$ cat src/rtl/ctrl_pkg.sv
////////////////////////////////////////////////////////////////////////////
// controller package: widths, FSM states, cause codes and the mcause
// union, plus the packed port structs shared by the controller modules
////////////////////////////////////////////////////////////////////////////

`default_nettype none

package ctrl_pkg;

  // data and address width
  localparam int unsigned xlen_w       = 32;
  // compressed instruction width
  localparam int unsigned insn_c_w     = 16;
  localparam int unsigned fast_irq_n   = 15;
  localparam int unsigned fast_id_w    = 4;
  localparam int unsigned cause_code_w = 5;

  typedef enum logic [1:0] {
    PRIV_U = 2'b00,
    PRIV_M = 2'b11
  } priv_lvl_e;

  // fetch address selector
  typedef enum logic [1:0] {
    PC_BOOT,
    PC_JUMP,
    PC_EXC,
    PC_ERET
  } pc_sel_e;

  typedef enum logic [3:0] {
    RESET,
    BOOT_SET,
    WAIT_SLEEP,
    SLEEP,
    FIRST_FETCH,
    DECODE,
    FLUSH,
    IRQ_TAKEN
  } ctrl_state_e;

  // exception codes, plus NMI which has a code of its own
  typedef enum logic [cause_code_w-1:0] {
    EXC_FETCH_FAULT = 5'd1,
    EXC_ILLEGAL     = 5'd2,
    EXC_BREAKPOINT  = 5'd3,
    EXC_LOAD_FAULT  = 5'd5,
    EXC_STORE_FAULT = 5'd7,
    EXC_ECALL_U     = 5'd8,
    EXC_ECALL_M     = 5'd11,
    IRQ_NM          = 5'd31
  } exc_code_e;

  // standard interrupt codes overlap exception codes, so they sit outside the enum
  localparam logic [cause_code_w-1:0] irq_software_c = 5'd3;
  localparam logic [cause_code_w-1:0] irq_timer_c    = 5'd7;
  localparam logic [cause_code_w-1:0] irq_external_c = 5'd11;

  // mcause word, plain view
  typedef struct packed {
    logic                    is_irq;
    logic [cause_code_w-1:0] code;
  } cause_plain_t;

  // mcause word, fast view: is_fast adds 16 to the fast id
  typedef struct packed {
    logic                 is_irq;
    logic                 is_fast;
    logic [fast_id_w-1:0] fast_id;
  } cause_fast_t;

  typedef union packed {
    cause_plain_t plain;
    cause_fast_t  fast;
  } exc_cause_u;

  // instruction held in ID
  typedef struct packed {
    logic                valid;
    logic [xlen_w-1:0]   instr;
    logic [insn_c_w-1:0] instr_c;
    logic                is_compressed;
    logic                fetch_err;
    logic                fetch_err_plus2;
    logic [xlen_w-1:0]   pc;
  } id_instr_t;

  // raw decoder flags, not qualified with valid
  typedef struct packed {
    logic illegal;
    logic ecall;
    logic mret;
    logic wfi;
    logic ebrk;
    logic csr_flush;
  } dec_flags_t;

  typedef struct packed {
    logic              load_err;
    logic              store_err;
    logic [xlen_w-1:0] addr_last;
  } lsu_err_t;

  typedef struct packed {
    logic                  nm;
    logic                  software;
    logic                  timer;
    logic                  external;
    logic [fast_irq_n-1:0] fast;
  } irq_req_t;

  typedef struct packed {
    logic      mie;
    logic      tw;
    priv_lvl_e priv;
  } csr_ctrl_t;

  // one-hot winning exception
  typedef struct packed {
    logic fetch_err;
    logic illegal;
    logic ecall;
    logic ebrk;
    logic store;
    logic load;
  } exc_sel_t;

  // requests from decode to the FSM
  typedef struct packed {
    logic mret;
    logic wfi;
    logic csr_flush;
    logic special_req;
    logic exc_pending;
  } ctrl_req_t;

  typedef struct packed {
    logic    instr_req;
    logic    pc_set;
    pc_sel_e pc_mux;
  } if_ctrl_t;

  typedef struct packed {
    logic id_in_ready;
    logic instr_valid_clear;
    logic flush_id;
  } id_ctrl_t;

  typedef struct packed {
    logic              save_if;
    logic              save_id;
    logic              save_cause;
    logic              restore_mret;
    exc_cause_u        cause;
    logic [xlen_w-1:0] mtval;
  } trap_info_t;

endpackage

`default_nettype wire
$ cat src/rtl/ctrl_top.sv
////////////////////////////////////////////////////////////////////////////
// controller top: decode, irq arbiter, FSM and trap result
////////////////////////////////////////////////////////////////////////////

`timescale 1ns/1ps
`default_nettype none

module ctrl_top (
  input  logic                 clk_i,
  input  logic                 rst_ni,
  input  ctrl_pkg::id_instr_t  id_i,
  input  ctrl_pkg::dec_flags_t dec_i,
  input  ctrl_pkg::lsu_err_t   lsu_i,
  input  ctrl_pkg::irq_req_t   irq_i,
  input  ctrl_pkg::csr_ctrl_t  csr_i,
  input  logic                 stall_id_i,
  input  logic                 branch_set_i,
  input  logic                 jump_set_i,
  output ctrl_pkg::if_ctrl_t   if_ctrl_o,
  output ctrl_pkg::id_ctrl_t   id_ctrl_o,
  output ctrl_pkg::trap_info_t trap_o,
  output logic                 ctrl_busy_o,
  output logic                 nmi_mode_o
);

  ctrl_pkg::ctrl_req_t  req;
  ctrl_pkg::exc_sel_t   exc_sel;
  ctrl_pkg::exc_cause_u irq_cause;
  logic                 in_flush, handle_irq, is_nmi, wake;
  logic                 take_exc, take_irq, take_mret;

  ctrl_exc_decode u_exc_decode (
    .clk_i      (clk_i),
    .rst_ni     (rst_ni),
    .id_i       (id_i),
    .dec_i      (dec_i),
    .lsu_i      (lsu_i),
    .csr_i      (csr_i),
    .in_flush_i (in_flush),
    .req_o      (req),
    .exc_sel_o  (exc_sel)
  );

  ctrl_irq_arbiter u_irq_arbiter (
    .irq_i        (irq_i),
    .mie_i        (csr_i.mie),
    .nmi_mode_i   (nmi_mode_o),
    .handle_irq_o (handle_irq),
    .wake_o       (wake),
    .is_nmi_o     (is_nmi),
    .irq_cause_o  (irq_cause)
  );

  ctrl_fsm u_fsm (
    .clk_i         (clk_i),
    .rst_ni        (rst_ni),
    .req_i         (req),
    .handle_irq_i  (handle_irq),
    .is_nmi_i      (is_nmi),
    .wake_i        (wake),
    .stall_id_i    (stall_id_i),
    .branch_set_i  (branch_set_i),
    .jump_set_i    (jump_set_i),
    .instr_valid_i (id_i.valid),
    .in_flush_o    (in_flush),
    .take_exc_o    (take_exc),
    .take_irq_o    (take_irq),
    .take_mret_o   (take_mret),
    .nmi_mode_o    (nmi_mode_o),
    .if_ctrl_o     (if_ctrl_o),
    .id_ctrl_o     (id_ctrl_o),
    .ctrl_busy_o   (ctrl_busy_o)
  );

  ctrl_trap_result u_trap_result (
    .take_exc_i  (take_exc),
    .take_irq_i  (take_irq),
    .take_mret_i (take_mret),
    .exc_sel_i   (exc_sel),
    .irq_cause_i (irq_cause),
    .id_i        (id_i),
    .lsu_addr_i  (lsu_i.addr_last),
    .priv_i      (csr_i.priv),
    .trap_o      (trap_o)
  );

endmodule

`default_nettype wire

$ cat src/rtl/ctrl_trap_result.sv
////////////////////////////////////////////////////////////////////////////
// trap result: cause, mtval and CSR save strobes for a taken trap
////////////////////////////////////////////////////////////////////////////

`timescale 1ns/1ps
`default_nettype none

module ctrl_trap_result (
  input  logic                            take_exc_i,
  input  logic                            take_irq_i,
  input  logic                            take_mret_i,
  input  ctrl_pkg::exc_sel_t              exc_sel_i,
  input  ctrl_pkg::exc_cause_u            irq_cause_i,
  input  ctrl_pkg::id_instr_t             id_i,
  input  logic [ctrl_pkg::xlen_w-1:0]     lsu_addr_i,
  input  ctrl_pkg::priv_lvl_e             priv_i,
  output ctrl_pkg::trap_info_t            trap_o
);

  // interrupts save the IF pc, exceptions the ID pc
  assign trap_o.save_if      = take_irq_i;
  assign trap_o.save_id      = take_exc_i;
  assign trap_o.save_cause   = take_exc_i | take_irq_i;
  assign trap_o.restore_mret = take_mret_i;

  always_comb begin
    trap_o.cause = '0;
    trap_o.mtval = '0;
    if (take_irq_i) begin
      trap_o.cause = irq_cause_i;
    end else if (take_exc_i) begin
      if (exc_sel_i.fetch_err) begin
        trap_o.cause.plain.code = ctrl_pkg::EXC_FETCH_FAULT;
        // fault may sit in the upper half of an unaligned word
        trap_o.mtval = id_i.fetch_err_plus2 ? (id_i.pc + ctrl_pkg::xlen_w'(2)) : id_i.pc;
      end else if (exc_sel_i.illegal) begin
        trap_o.cause.plain.code = ctrl_pkg::EXC_ILLEGAL;
        trap_o.mtval = id_i.is_compressed ?
                       {{(ctrl_pkg::xlen_w - ctrl_pkg::insn_c_w){1'b0}}, id_i.instr_c} :
                       id_i.instr;
      end else if (exc_sel_i.ecall) begin
        trap_o.cause.plain.code = (priv_i == ctrl_pkg::PRIV_M) ? ctrl_pkg::EXC_ECALL_M :
                                                                 ctrl_pkg::EXC_ECALL_U;
      end else if (exc_sel_i.ebrk) begin
        trap_o.cause.plain.code = ctrl_pkg::EXC_BREAKPOINT;
      end else if (exc_sel_i.store) begin
        trap_o.cause.plain.code = ctrl_pkg::EXC_STORE_FAULT;
        trap_o.mtval = lsu_addr_i;
      end else if (exc_sel_i.load) begin
        trap_o.cause.plain.code = ctrl_pkg::EXC_LOAD_FAULT;
        trap_o.mtval = lsu_addr_i;
      end
    end
  end

endmodule

`default_nettype wire

$ cat src/rtl/ctrl_fsm.sv
////////////////////////////////////////////////////////////////////////////
// controller FSM: boot, decode, flush, interrupt entry and sleep,
// with halt, retain and flush control for the IF and ID stages
////////////////////////////////////////////////////////////////////////////

`timescale 1ns/1ps
`default_nettype none

module ctrl_fsm (
  input  logic                clk_i,
  input  logic                rst_ni,
  input  ctrl_pkg::ctrl_req_t req_i,
  input  logic                handle_irq_i,
  input  logic                is_nmi_i,
  input  logic                wake_i,
  input  logic                stall_id_i,
  input  logic                branch_set_i,
  input  logic                jump_set_i,
  input  logic                instr_valid_i,
  output logic                in_flush_o,
  output logic                take_exc_o,
  output logic                take_irq_o,
  output logic                take_mret_o,
  output logic                nmi_mode_o,
  output ctrl_pkg::if_ctrl_t  if_ctrl_o,
  output ctrl_pkg::id_ctrl_t  id_ctrl_o,
  output logic                ctrl_busy_o
);

  ctrl_pkg::ctrl_state_e state_q, state_d;
  ctrl_pkg::pc_sel_e     pc_mux;
  logic                  nmi_mode_q, nmi_mode_d;
  logic                  instr_req, pc_set;
  logic                  halt_if, retain_id, flush_id;

  always_comb begin
    state_d     = state_q;
    nmi_mode_d  = nmi_mode_q;
    instr_req   = 1'b1;
    pc_set      = 1'b0;
    pc_mux      = ctrl_pkg::PC_BOOT;
    halt_if     = 1'b0;
    retain_id   = 1'b0;
    flush_id    = 1'b0;
    ctrl_busy_o = 1'b1;
    take_exc_o  = 1'b0;
    take_irq_o  = 1'b0;
    take_mret_o = 1'b0;

    unique case (state_q)
      ctrl_pkg::RESET: begin
        // no fetch yet, load boot address
        instr_req = 1'b0;
        pc_set    = 1'b1;
        halt_if   = 1'b1;
        state_d   = ctrl_pkg::BOOT_SET;
      end
      ctrl_pkg::BOOT_SET: begin
        pc_set  = 1'b1;
        halt_if = 1'b1;
        state_d = ctrl_pkg::FIRST_FETCH;
      end
      ctrl_pkg::WAIT_SLEEP: begin
        ctrl_busy_o = 1'b0;
        instr_req   = 1'b0;
        halt_if     = 1'b1;
        flush_id    = 1'b1;
        state_d     = ctrl_pkg::SLEEP;
      end
      ctrl_pkg::SLEEP: begin
        instr_req = 1'b0;
        halt_if   = 1'b1;
        flush_id  = 1'b1;
        if (wake_i) begin
          state_d = ctrl_pkg::FIRST_FETCH;
        end else begin
          // keep the clock gated
          ctrl_busy_o = 1'b0;
        end
      end
      ctrl_pkg::FIRST_FETCH: begin
        // wait out an IF miss
        if (id_ctrl_o.id_in_ready) begin
          state_d = ctrl_pkg::DECODE;
        end
        if (handle_irq_i) begin
          state_d = ctrl_pkg::IRQ_TAKEN;
          halt_if = 1'b1;
        end
      end
      ctrl_pkg::DECODE: begin
        pc_mux = ctrl_pkg::PC_JUMP;
        // keep the instruction in ID so FLUSH can act on it
        if (req_i.special_req) begin
          retain_id = 1'b1;
          state_d   = ctrl_pkg::FLUSH;
        end
        // redirects go out even under a stall
        if (branch_set_i || jump_set_i) begin
          pc_set = 1'b1;
        end
        // an interrupt waits for the instruction in ID to finish
        if (handle_irq_i && (stall_id_i || instr_valid_i)) begin
          halt_if = 1'b1;
        end
        if (!stall_id_i && !req_i.special_req && !instr_valid_i && handle_irq_i) begin
          state_d = ctrl_pkg::IRQ_TAKEN;
          halt_if = 1'b1;
        end
      end
      ctrl_pkg::IRQ_TAKEN: begin
        pc_mux = ctrl_pkg::PC_EXC;
        if (handle_irq_i) begin
          pc_set     = 1'b1;
          take_irq_o = 1'b1;
          if (is_nmi_i) begin
            nmi_mode_d = 1'b1;
          end
        end
        state_d = ctrl_pkg::DECODE;
      end
      ctrl_pkg::FLUSH: begin
        halt_if  = 1'b1;
        flush_id = 1'b1;
        state_d  = ctrl_pkg::DECODE;
        if (req_i.exc_pending) begin
          pc_set     = 1'b1;
          pc_mux     = ctrl_pkg::PC_EXC;
          take_exc_o = 1'b1;
        end else if (req_i.mret) begin
          pc_set      = 1'b1;
          pc_mux      = ctrl_pkg::PC_ERET;
          take_mret_o = 1'b1;
          // returning from the NMI handler
          nmi_mode_d  = 1'b0;
        end else if (req_i.wfi) begin
          state_d = ctrl_pkg::WAIT_SLEEP;
        end else if (req_i.csr_flush && handle_irq_i) begin
          // CSR write may have enabled an interrupt
          state_d = ctrl_pkg::IRQ_TAKEN;
        end
      end
      default: begin
        instr_req = 1'b0;
        state_d   = ctrl_pkg::RESET;
      end
    endcase
  end

  always_ff @(posedge clk_i or negedge rst_ni) begin
    if (!rst_ni) begin
      state_q    <= ctrl_pkg::RESET;
      nmi_mode_q <= 1'b0;
    end else begin
      state_q    <= state_d;
      nmi_mode_q <= nmi_mode_d;
    end
  end

  assign in_flush_o = (state_q == ctrl_pkg::FLUSH);
  assign nmi_mode_o = nmi_mode_q;

  assign if_ctrl_o.instr_req = instr_req;
  assign if_ctrl_o.pc_set    = pc_set;
  assign if_ctrl_o.pc_mux    = pc_mux;

  // retain_id holds valid in ID; flush_id still wins over it
  assign id_ctrl_o.id_in_ready       = ~stall_id_i & ~halt_if & ~retain_id;
  assign id_ctrl_o.instr_valid_clear = ~(stall_id_i | retain_id) | flush_id;
  assign id_ctrl_o.flush_id          = flush_id;

endmodule

`default_nettype wire

$ cat src/rtl/ctrl_irq_arbiter.sv
////////////////////////////////////////////////////////////////////////////
// interrupt arbiter: take decision, wake level and cause encoding
////////////////////////////////////////////////////////////////////////////

`timescale 1ns/1ps
`default_nettype none

module ctrl_irq_arbiter (
  input  ctrl_pkg::irq_req_t   irq_i,
  input  logic                 mie_i,
  input  logic                 nmi_mode_i,
  output logic                 handle_irq_o,
  output logic                 wake_o,
  output logic                 is_nmi_o,
  output ctrl_pkg::exc_cause_u irq_cause_o
);

  logic                           any_pending;
  logic [ctrl_pkg::fast_id_w-1:0] fast_id;

  assign any_pending = irq_i.software | irq_i.timer | irq_i.external | (|irq_i.fast);

  // nested NMIs unsupported, NMI mode blocks everything
  assign handle_irq_o = ~nmi_mode_i & (irq_i.nm | (any_pending & mie_i));
  // sleep ends on any request, enabled or not
  assign wake_o       = irq_i.nm | any_pending;
  assign is_nmi_o     = irq_i.nm & ~nmi_mode_i;

  // highest fast id wins, later iterations override
  always_comb begin
    fast_id = '0;
    for (int i = 0; i < ctrl_pkg::fast_irq_n; i++) begin
      if (irq_i.fast[i]) begin
        fast_id = ctrl_pkg::fast_id_w'(i);
      end
    end
  end

  // order: NMI, fast, external, software, timer
  always_comb begin
    irq_cause_o              = '0;
    irq_cause_o.plain.is_irq = 1'b1;
    if (irq_i.nm) begin
      irq_cause_o.plain.code = ctrl_pkg::IRQ_NM;
    end else if (|irq_i.fast) begin
      irq_cause_o.fast.is_fast = 1'b1;
      irq_cause_o.fast.fast_id = fast_id;
    end else if (irq_i.external) begin
      irq_cause_o.plain.code = ctrl_pkg::irq_external_c;
    end else if (irq_i.software) begin
      irq_cause_o.plain.code = ctrl_pkg::irq_software_c;
    end else begin
      irq_cause_o.plain.code = ctrl_pkg::irq_timer_c;
    end
  end

endmodule

`default_nettype wire

$ cat src/rtl/ctrl_exc_decode.sv
////////////////////////////////////////////////////////////////////////////
// decode stage: qualifies decoder flags, flops exception requests and
// ranks the exception sources
////////////////////////////////////////////////////////////////////////////

`timescale 1ns/1ps
`default_nettype none

module ctrl_exc_decode (
  input  logic                   clk_i,
  input  logic                   rst_ni,
  input  ctrl_pkg::id_instr_t    id_i,
  input  ctrl_pkg::dec_flags_t   dec_i,
  input  ctrl_pkg::lsu_err_t     lsu_i,
  input  ctrl_pkg::csr_ctrl_t    csr_i,
  input  logic                   in_flush_i,
  output ctrl_pkg::ctrl_req_t    req_o,
  output ctrl_pkg::exc_sel_t     exc_sel_o
);

  logic ecall, mret, wfi, ebrk, csr_flush, fetch_err;
  logic illegal_umode;
  logic illegal_d, illegal_q;
  logic exc_req_d, exc_req_q;
  logic load_err_q, store_err_q;
  logic lsu_err;

  // decoder flags ignore valid, qualify them here
  assign ecall     = dec_i.ecall     & id_i.valid;
  assign mret      = dec_i.mret      & id_i.valid;
  assign wfi       = dec_i.wfi       & id_i.valid;
  assign ebrk      = dec_i.ebrk      & id_i.valid;
  assign csr_flush = dec_i.csr_flush & id_i.valid;
  assign fetch_err = id_i.fetch_err  & id_i.valid;

  // mret needs M-mode, and tw traps wfi outside M-mode
  assign illegal_umode = (csr_i.priv != ctrl_pkg::PRIV_M) & (mret | (csr_i.tw & wfi));

  // requests clear in FLUSH so a handled exception does not fire twice
  assign illegal_d = ((dec_i.illegal & id_i.valid) | illegal_umode) & ~in_flush_i;
  assign exc_req_d = (ecall | ebrk | illegal_d | fetch_err) & ~in_flush_i;

  // LSU errors arrive for one cycle only and bypass valid
  assign lsu_err = lsu_i.load_err | lsu_i.store_err;

  always_ff @(posedge clk_i or negedge rst_ni) begin
    if (!rst_ni) begin
      illegal_q   <= 1'b0;
      exc_req_q   <= 1'b0;
      load_err_q  <= 1'b0;
      store_err_q <= 1'b0;
    end else begin
      illegal_q   <= illegal_d;
      exc_req_q   <= exc_req_d;
      load_err_q  <= lsu_i.load_err  & ~in_flush_i;
      store_err_q <= lsu_i.store_err & ~in_flush_i;
    end
  end

  assign req_o.mret        = mret;
  assign req_o.wfi         = wfi;
  assign req_o.csr_flush   = csr_flush;
  assign req_o.special_req = mret | wfi | csr_flush | exc_req_d | lsu_err;
  assign req_o.exc_pending = exc_req_q | load_err_q | store_err_q;

  // priority: fetch fault, illegal, ecall, ebreak, store, load
  // only meaningful in FLUSH
  always_comb begin
    exc_sel_o = '0;
    if (in_flush_i) begin
      if (fetch_err) begin
        exc_sel_o.fetch_err = 1'b1;
      end else if (illegal_q) begin
        exc_sel_o.illegal = 1'b1;
      end else if (ecall) begin
        exc_sel_o.ecall = 1'b1;
      end else if (ebrk) begin
        exc_sel_o.ebrk = 1'b1;
      end else if (store_err_q) begin
        exc_sel_o.store = 1'b1;
      end else if (load_err_q) begin
        exc_sel_o.load = 1'b1;
      end
    end
  end

endmodule

`default_nettype wire

$ cat config.mk
export PLATFORM = sky130hd
export DESIGN_NAME = ctrl_top
export DESIGN_NICKNAME = d
export VERILOG_FILES = /design/src/rtl/ctrl_pkg.sv /design/src/rtl/ctrl_top.sv /design/src/rtl/ctrl_trap_result.sv /design/src/rtl/ctrl_fsm.sv /design/src/rtl/ctrl_irq_arbiter.sv /design/src/rtl/ctrl_exc_decode.sv
export SDC_FILE = /design/constraint.sdc
export NUM_CORES = 1
export LEC_CHECK = 0
export BUFFER_PORTS_ARGS = -buffer_cell sky130_fd_sc_hd__clkbuf_2
export CORE_AREA = 2 2 103 65
export CTS_CLUSTER_SIZE = 30
export DETAILED_ROUTE_END_ITERATION = 8
export DIE_AREA = 0 0 105 67
export PLACE_DENSITY = 0.91
export SETUP_SLACK_MARGIN = 0.02
export SYNTH_ARGS = -nofsm -noshare
export SYNTH_HDL_FRONTEND = slang
export SYNTH_SLANG_ARGS = --single-unit
export TNS_END_PERCENT = 30
$ cat constraint.sdc
create_clock -name clk_i -period 1.8 [get_ports clk_i]
set_input_delay 0 -clock clk_i [delete_from_list [all_inputs] [get_ports clk_i]]
set_output_delay 0 -clock clk_i [all_outputs]
set_load 0.005 [all_outputs]
== Word-level counts from Yosys, hierarchy flattened ==
Cells that the tools add are included.
Word-level totals
  register bits: 9
  word-level logic and storage cells: 168
  input port bits: 152
  output and inout bits: 51
Operators by class
  add/sub/neg operators: 1
  reduce and logical (&&, ||, !) cells: 19
  bitwise logic cells: 44
  muxes and demuxes: 82
  eq/ne operators: 16
Operators with widths (count)
  two-way mux 32 bit: 5
  two-way mux 37 bit: 3
  two-way mux 35 bit: 2
  two-way mux 4 bit: 16
  two-way mux 5 bit: 7
  adder 32 x 2 -> 32 bit (second input constant): 1
  case mux 4 bit (8 select lines): 1
  two-way mux 1 bit: 29
  bitwise OR 1 bit: 20
  AND 1 bit: 18
  two-way mux 3 bit: 6
  equality test 4 x 3 -> 1 bit (second input constant): 4
  OR reduction 15 bit: 1
  two-way mux 2 bit: 7
  OR reduction 5 bit: 2
  equality test 4 x 2 -> 1 bit (second input constant): 2
  != test 2 bit (second input constant): 4
  two-way mux 6 bit: 1
  inverter 1 bit: 6
  case mux 2 bit (3 select lines): 1
  logical AND 1 bit: 5
  AND reduction 5 bit: 1
  equality test 4 x 1 -> 1 bit (second input constant): 1
  logical NOT 4 bit: 1
  13 further kinds: 18

== Longest topological paths before layout ==
Gate-level depths: netlist (run 1).
  word-level depth: 23
  mapped depth: 7
  depth with buffers taken out: 6

== Hierarchy ==
A second synthesis (run 1) with hierarchy kept.
Second synthesis, totals
  cell total of the unflattened synthesis: 352
  area, all modules: 2549.9 µm²
Modules (own cells, without submodules)
  ctrl_trap_result: area each 1560.2 µm², times used 1, cells each 224, sequential area each 0.0 µm²
  ctrl_fsm: area each 424.2 µm², times used 1, cells each 56, sequential area each 100.1 µm²
  ctrl_exc_decode: area each 302.8 µm², times used 1, cells each 35, sequential area each 100.1 µm²
  ctrl_irq_arbiter: area each 262.8 µm², times used 1, cells each 37, sequential area each 0.0 µm²

== Least setup slack after synthesis (run 1) ==
OpenSTA, ideal clock, no wires.
  kind: reg-to-output
  start point: reg u_fsm.state_q[0]
  end point: out trap_o[10] (netlist name)
  setup slack: 0.154 ns
  stages on the path, launching flop included: 7
  buffers on the path: 2
  arrival time: 1.646 ns
  required time: 1.800 ns
  cell sequence: dfrtp_1 and3b_1 buf_2 o2111a_1 clkbuf_1 a21oi_1 a211oi_1
RTL lines
  start, declared: line ctrl_fsm.sv:30  | ctrl_pkg::ctrl_state_e state_q, state_d;
  start signal, assigned: line ctrl_fsm.sv:152  | state_q <= ctrl_pkg::RESET;
  start signal, assigned: line ctrl_fsm.sv:155  | state_q <= state_d;
  end, declared: line ctrl_top.sv:21  | output ctrl_pkg::trap_info_t trap_o,

==> results by group, run 1 <==
Outcome
  • Status: finished with violations
  • Failing checks: setup timing

Placement
  • Routability cong.: 0.959
  • Placed insts: 637
  • Port bufs: 202
  • Dpl hpwl: 8710 um

Hold path
  • Critical hold path startpoint: lsu_i[33]
  • Worst hold stages: 2
  • Hold path endpoint: u_exc_decode.load_err_q
  • Worst hold path type: in2reg

Timing
  • Max-slew headroom: 57.9%
  • Worst hold margin: 0.0317 ns
  • Max Clk Rate: 527 MHz
  • Setup Viol. Count Final: 22
  • PnR worst setup slack: -0.0965 ns
  • Slew at the pin closest to its max-slew limit: 0.615 ns
  • Final hold violations: 0
  • Final Max Slew Viols: 0
  • Min cycle time layout: 1.90 ns
  • Setup TNS after final layout: -1.26 ns
  • RSZ-0062 raised after global routing: true
  • Layout Skew: 0.00369 ns
  • Final worst path period share: 105%

Clocking
  • Clock Pin Slew Worst Setup and Hold Paths: 0.05 ns
  • Clock Root Buffer: clkbuf_8
  • H-tree Lvls: 1
  • Max Root-Sink Buffers: 2
  • Clock latency reported for the late side of the worst-skew pair: 0.23 ns
  • CTS tree: yes
  • CTS Buf Count: 3
  • Clock Sinks: 8

Yosys
  • Post-synthesis cell type count: 59
  • EDFF count, synth: 0
  • Avg Cell Area, Syn: 6.66 um^2
  • Syn. warnings: 0
  • Async SR Flop Fraction: 100%
  • Synthesized area: 0.00239 mm^2
  • Yosys top cell by area: dfrtp_1
  • Syn Nets: 512
  • Most used DFF post-synth: dfrtp_1
  • Sequential area share after synthesis: 8.37%
  • Post-synth top area share: 8.37%
  • Seq cells post-synth: 8
  • Synthesized instance count: 359
  • Area contributors post-synth: dfrtp_1, a21oi_1, mux2i_1

Critical path
  • Startpoint Class: flop
  • Reg-to-Reg Start: u_fsm.state_q[2]
  • Reg2reg path depth: 3
  • Worst EP required: 1.80 ns
  • Cell Chain, Critical Path: and3b_2, buf_4, nand3_4, buf_12, o21ai_0, a21oi_1, a211oi_2, clkbuf_2
  • CP endpoint kind: primary output
  • CP max stage delay: 0.36 ns
  • R2R Path End: u_fsm.state_q[2]
  • Worst Path Arrival: 1.90 ns
  • CP Launch Point: u_fsm.state_q[0]
  • WS Path Type: reg2out
  • Critical Path Slowest Stage Cell: dfrtp_1
  • Flop2flop setup slack: 0.30 ns
  • Crit-path max FO: 11

Detailed routing
  • Drt via density: 5.87
  • Routed WL: 10,900 um
  • Via Count: 3,824
  • Drt wl/cell: 16.8 um
  • Met3 wire length: 974 um
  • 1st-iter DRT viols: 391
  • WL met2: 5260 um
  • Wl on met1: 4470 um
  • Final antenna-violating net count: 0
  • Top sig layer: met4
  • Residual DRC: 0
  • Drt pass-1 iters: 5

Layout
  • Final cell count without fillers: 652
  • Layout cells sized above 1: 46.7%
  • Fill cell count: 576
  • Finished Core Util: 64.0%
  • Area grow syn2layout: 60.6%
  • Nets: 723
  • Antenna Diode Count: 0

Global routing
  • Global-route wire length before repair: 16,000 um
  • Overall Global Routing Usage: 28.4%
  • Initial antenna violation count: 0
  • Pin count of the biggest net entering global routing: 24
  • Gr ovfl total: 0
  • Vias in the first global route: 3,468

Power and ir drop
  • Power Dens Cells: 510 mW/mm^2
  • Leak: 1.82 nW
  • Worst vdd ir: 0.287 mV

Floorplan
  • Starting Density: 39.8%
  • Die Ht: 67 um
  • Die span in x: 105 um
  • Total core area: 0.00600 mm^2
  • Die area: 0.00704 mm^2
  • Rows: 22
  • # IOs: 203

Job
  • # Max-Cap Violations: 0
==> layer usage <==
| layer | up-vias | track usage (%) |
|---|---|---|
| li1 | 1805 | - |
| met1 | 1759 | 36.2 |
| met2 | 231 | 49.8 |
| met3 | 29 | 4.60 |
| met4 | 0 | 8.50 |
| met5 | - | 0 |
==> cell families after synthesis <==
group / synth area share (%)
AO/OA/AOI/OAI: 35.0
XOR/XNOR: 9.52
adder cells (fa/ha/maj): 0.523
buffers and inverters: 7.69
flip-flops: 8.37
multiplexers: 7.12
AND/OR/NAND/NOR: 31.8
==> how the worst max path moves through the flow <==
stage                     slack (ns)         end  depth (start not counted)
after floorplan                 0.15  trap_o[10]                          6
after global placement         -0.02   trap_o[2]                          8
after detailed placement      -0.007  trap_o[15]                          8
after CTS                      -0.06  trap_o[24]                          7
after global routing           -0.15  trap_o[12]                          8
final                           -0.1  trap_o[15]                          8
==> cell type report <==
type | count | area [um^2] | share of cell area, %
Multi-Input combinational cell | 310 | 2120 | 55.2
Tap cell | 84 | 105 | 2.74
Inverter | 12 | 45.0 | 1.17
Sequential cell | 8 | 200 | 5.21
Clock buffer | 3 | 41.3 | 1.07
Timing Repair Buffer | 235 | 1330 | 34.6
==> cell usage after synthesis, types with 14 or more instances <==
master,number
a21oi_1,35
a22oi_1,14
clkbuf_1,18
mux2i_1,17
nand2_1,23
nand3_1,16
nand4_1,16
nor2_1,28
o21ai_0,26
xnor2_1,14
==> placed cells by master (no fill, tap or decap), drive strengths merged, types with 7 or more instances in the layout <==
cell type,count
a211oi,12
a21oi,35
a22oi,14
buf,33
clkbuf,203
dfrtp,8
inv,12
mux2i,17
nand2,23
nand3,16
nand4,17
nor2,28
nor3,7
nor4,11
o21ai,28
o22ai,12
xnor2,14
xor2,12
==> where the power goes <==
group	switching (mW)	leakage [nW]	internal [mW]
registers	0.0419	0.0914	0.235
clock network	0.0789	0.0216	0.146
logic	0.809	1.70	0.649
==> critical path: cells and delay by family (launching register included) <==
family                 cells  cell delay, ns
and+or+nand+nor            2            0.42
AOI/OAI and AO/OA          3            0.37
buffers and inverters      3            0.51
DFF                        1            0.36
==> registers in the layout, summed over array words and instances (netlist names) <==
name,cells
u_exc_decode.store_err_q,1
u_fsm.nmi_mode_o,1
u_exc_decode.exc_req_q,1
u_fsm.state_q,3
u_exc_decode.illegal_q,1
u_exc_decode.load_err_q,1
==> metrics by stage <==
step	setup slack, ns	area (um^2)	power (mW)
final	-0.0965	3840	1.96
after global routing	-0.153	3840	2.10
after CTS	-0.0568	3720	1.87
after detailed placement	-0.00675	3540	1.54
after global placement	-0.0166	3540	1.51
after floorplan	0.154	2390	0.990
==> repair_timing <==
action,in CTS,in global routing
buffers inserted,4,5
resized for setup,20,21
setup endpoints to repair,34,38
endpoints found under the hold margin,8,0
gates cloned,1,1
pin swaps,11,4
hold buffers,1,0
(Power assumes the default switching activity.)
==> inputs of run 2 (changes only) <==
--- a/config.mk
+++ b/config.mk
@@ -6,13 +6,14 @@
 export NUM_CORES = 1
 export LEC_CHECK = 0
 export BUFFER_PORTS_ARGS = -buffer_cell sky130_fd_sc_hd__clkbuf_2
-export CORE_AREA = 2 2 103 65
+export CORE_AREA = 2 2 105 67
 export CTS_CLUSTER_SIZE = 30
 export DETAILED_ROUTE_END_ITERATION = 8
-export DIE_AREA = 0 0 105 67
-export PLACE_DENSITY = 0.91
+export DIE_AREA = 0 0 107 69
+export PLACE_DENSITY = 0.9
 export SETUP_SLACK_MARGIN = 0.02
 export SYNTH_ARGS = -nofsm -noshare
 export SYNTH_HDL_FRONTEND = slang
+export SYNTH_HIERARCHICAL = 1
 export SYNTH_SLANG_ARGS = --single-unit
 export TNS_END_PERCENT = 30
==> run 2 against run 1 <==
Against the previous run:
- the flow still finishes with violations (setup timing)
- final area increased by 24%
- clock skew increased by 0.0034 ns
- die area increased by 4.9%
- wire length increased by 16%
- non-clock buffer count increased by 57
- sequential power increased by 1%
- core utilization increased by 9.9 points
- combinational power increased by 70%
- hold slack got worse by 0.0021 ns
- synthesized cell count decreased by 1.9%
- critical endpoint is now trap_o[29]
==> results by group, run 2 <==
Yosys
  • Synthesized area: 0.00255 mm^2 (+6.6%)
  • Commonest cells in the netlist: a221oi_1, nor2_1, a211oi_1, nand2_1, clkbuf_1
  • Avg Cell Area, Syn: 7.24 um^2 (+8.8%)
  • Area contributors post-synth: a221oi_1, dfrtp_1, a211oi_1
  • Yosys top cell by area: a221oi_1
  • Top-count cell post-synth: a221oi_1
  • Syn Nets: 505 (-1.4%)
  • Seq cells post-synth: 8 (unchanged)
  • Most used DFF post-synth: dfrtp_1
  • Syn. warnings: 6 (+6)
  • Post-synth top area share: 11.3% (+3.0 points)
  • Synthesized instance count: 352 (-1.9%)
  • EDFF count, synth: 0 (unchanged)
  • Post-synthesis cell type count: 65 (+10%)
  • Async SR Flop Fraction: 100% (unchanged)
  • Sequential area share after synthesis: 7.85% (-0.52 points)

Placement
  • Placed insts: 676 (+6.1%)
  • Routability cong.: 1.02 (+6.6%)
  • Port bufs: 202 (unchanged)
  • Dpl hpwl: 9360 um (+7.5%)

Detailed routing
  • Top sig layer: met4
  • Wl on met1: 4980 um (+11%)
  • Met3 wire length: 927 um (-4.8%)
  • Routed WL: 12,700 um (+16%)
  • Residual DRC: 0 (unchanged)
  • Final antenna-violating net count: 0 (unchanged)
  • 1st-iter DRT viols: 266 (-32%)
  • WL met2: 6470 um (+23%)
  • Drt pass-1 iters: 5 (unchanged)
  • Via Count: 4,094 (+7.1%)
  • Drt via density: 5.86 (-0.14%)
  • Drt wl/cell: 18.1 um (+7.9%)

Layout
  • Commonest non-fill, non-tap cell in the layout: clkbuf_2
  • Highest-count cells in the layout ignoring fill and taps: clkbuf_2, buf_4, nor2_1
  • Layout cells sized above 1: 65.7% (+19 points)
  • Final cell count without fillers: 699 (+7.2%)
  • Largest register FFs: 3 (unchanged)
  • Antenna Diode Count: 0 (unchanged)
  • Area grow syn2layout: 86.1%
  • Largest Register: u_fsm/state_q
  • Nets: 767 (+6.1%)

Critical path
  • WS Path Type: in2out
  • Worst Path Arrival: 2.41 ns (+0.51 ns)
  • Flop2flop setup slack: 0.17 ns (-0.13 ns)
  • Worst EP required: 1.80 ns (about the same)
  • Reg2reg path depth: 5 (+2)
  • R2R Path End: u_fsm/state_q[0]
  • Crit-path max FO: 7 (-4)
  • Cell Chain, Critical Path: buf_6, or4_4, nand4b_4, or3_4, o31a_1, and4_4, nand2b_4, buf_12, a311oi_2, buf_2
  • Startpoint Class: input port
  • Reg-to-Reg Start: u_exc_decode/store_err_q
  • CP endpoint kind: primary output
  • CP max stage delay: 0.54 ns (+0.18 ns)
  • Critical Path Slowest Stage Cell: or4_4

Timing
  • Setup Viol. Count Final: 48 (+120%)
  • Final Max Slew Viols: 0 (unchanged)
  • Max Clk Rate: 415 MHz (-21%)
  • Slew at the pin closest to its max-slew limit: 0.547 ns (-0.0674 ns)
  • Max-slew headroom: 63.0% (+5.0 points)
  • Layout Skew: 0.00706 ns (+0.00337 ns)
  • Min cycle time layout: 2.41 ns (+0.515 ns)
  • PnR worst setup slack: -0.612 ns (-0.515 ns)
  • Setup TNS after final layout: -22.09 ns (-20.84 ns)
  • Final hold violations: 0 (unchanged)
  • RSZ-0062 raised after global routing: true
  • Final worst path period share: 134% (+29 points)

Floorplan
  • Die Ht: 69 um (+3.0%)
  • Total core area: 0.00642 mm^2 (+6.9%)
  • # IOs: 203 (unchanged)
  • Die area: 0.00738 mm^2 (+4.9%)
  • Starting Density: 39.7% (-0.11 points)
  • Rows: 23 (+4.5%)
  • Die span in x: 107 um (+1.9%)

Clocking
  • Max Root-Sink Buffers: 2 (unchanged)
  • Clock Sinks: 8 (unchanged)
  • H-tree Lvls: 1 (unchanged)
  • Clock Root Buffer: clkbuf_8
  • CTS Buf Count: 3 (unchanged)
  • CTS tree: yes
  • Clock Pin Slew Worst Setup and Hold Paths: 0.04 ns (about the same)
  • Clock latency reported for the late side of the worst-skew pair: 0.24 ns (about the same)

Hold path
  • Worst hold stages: 2 (unchanged)
  • Worst hold path type: in2reg
  • Critical hold path startpoint: lsu_i[32]
  • Hold path endpoint: u_exc_decode/store_err_q

Global routing
  • Gr ovfl total: 0 (unchanged)
  • Global-route wire length before repair: 19,500 um (+21%)
  • Vias in the first global route: 3,992 (+15%)
  • Pin count of the biggest net entering global routing: 21 (-13%)
  • Initial antenna violation count: 0 (unchanged)
  • Overall Global Routing Usage: 32.1% (+3.7 points)

Power and ir drop
  • Total Power: 2.99 mW (+53%)
  • Power Dens Cells: 631 mW/mm^2 (+24%)
  • Worst vdd ir: 0.444 mV (+55%)
  • Leak: 2.17 nW (+20%)

Outcome
  • Failing checks: setup timing
  • Status: finished with violations

Job
  • # Max-Cap Violations: 0 (unchanged)
[run 2: area by class of cell]
class,instances,area [um^2]
repair buffers,292,1840
multi-input cells,297,2510
inverters,12,45.0
clock buffers,3,41.3
well taps,87,109
flip-flops and latches,8,200
fillers,483,1670
[run 2: per-layer routing]
layer / GRT usage, % / vias up
li1: - / 1897
met1: 40.3 / 1916
met2: 59.1 / 243
met3: 3.12 / 38
met4: 6.93 / 0
met5: 0 / -
[run 2: how the worst max path moves through the flow]
stage,slack [ns],end,startpoint
global placement,-0.54,trap_o[31],irq_i[9]
detailed placement,-0.62,trap_o[12],irq_i[9]
global route,-0.65,trap_o[31],irq_i[9]
finish,-0.61,trap_o[29],irq_i[9]
CTS,-0.58,trap_o[29],irq_i[9]
floorplan,-0.43,trap_o[18],irq_i[9]
[run 2: timing repair]
item                                    4_1_cts  5_1_grt
endpoints found under the setup margin       48       48
endpoints found under the hold margin         8        0
buffers inserted                             10        7
hold buffers                                  1        0
resized for setup                            35       47
cloned                                        3        0
pin swaps                                    13        9
[run 2: through the flow]
stage	hold WS (ns)	cell area [um^2]	util [%]	setup WS (ns)
4_1_cts	0.0178	4570	71.2	-0.582
3_5_place_dp	-0.128	4260	66.4	-0.624
5_1_grt	0.0359	4740	73.9	-0.648
6_report	0.0296	4740	73.9	-0.612
3_3_place_gp	-0.135	4260	66.4	-0.545
2_1_floorplan	-0.296	2790	-	-0.431
[run 2: logic make-up after synthesis]
group | after synthesis | share of synthesized area [%]
other cells | 1 | 0.147
flops | 8 | 7.85
mux | 18 | 7.85
xor+xnor | 23 | 7.90
simple gates | 142 | 33.1
buf+inv | 48 | 9.62
fa+ha+maj | 1 | 0.491
compound gates | 111 | 33.1
[run 2: critical path: cells and delay by family]
family | cells | cell delay, ns
AO/OA/AOI/OAI | 2 | 0.46
buffers and inverters | 3 | 0.45
AND/OR/NAND/NOR | 5 | 1.50
[run 2: where the power goes]
| group | switching, mW | leakage, nW | total (mW) | internal (mW) |
|---|---|---|---|---|
| registers | 0.0435 | 0.0920 | 0.281 | 0.238 |
| logic | 1.27 | 2.06 | 2.48 | 1.21 |
| clock network | 0.0825 | 0.0216 | 0.228 | 0.146 |
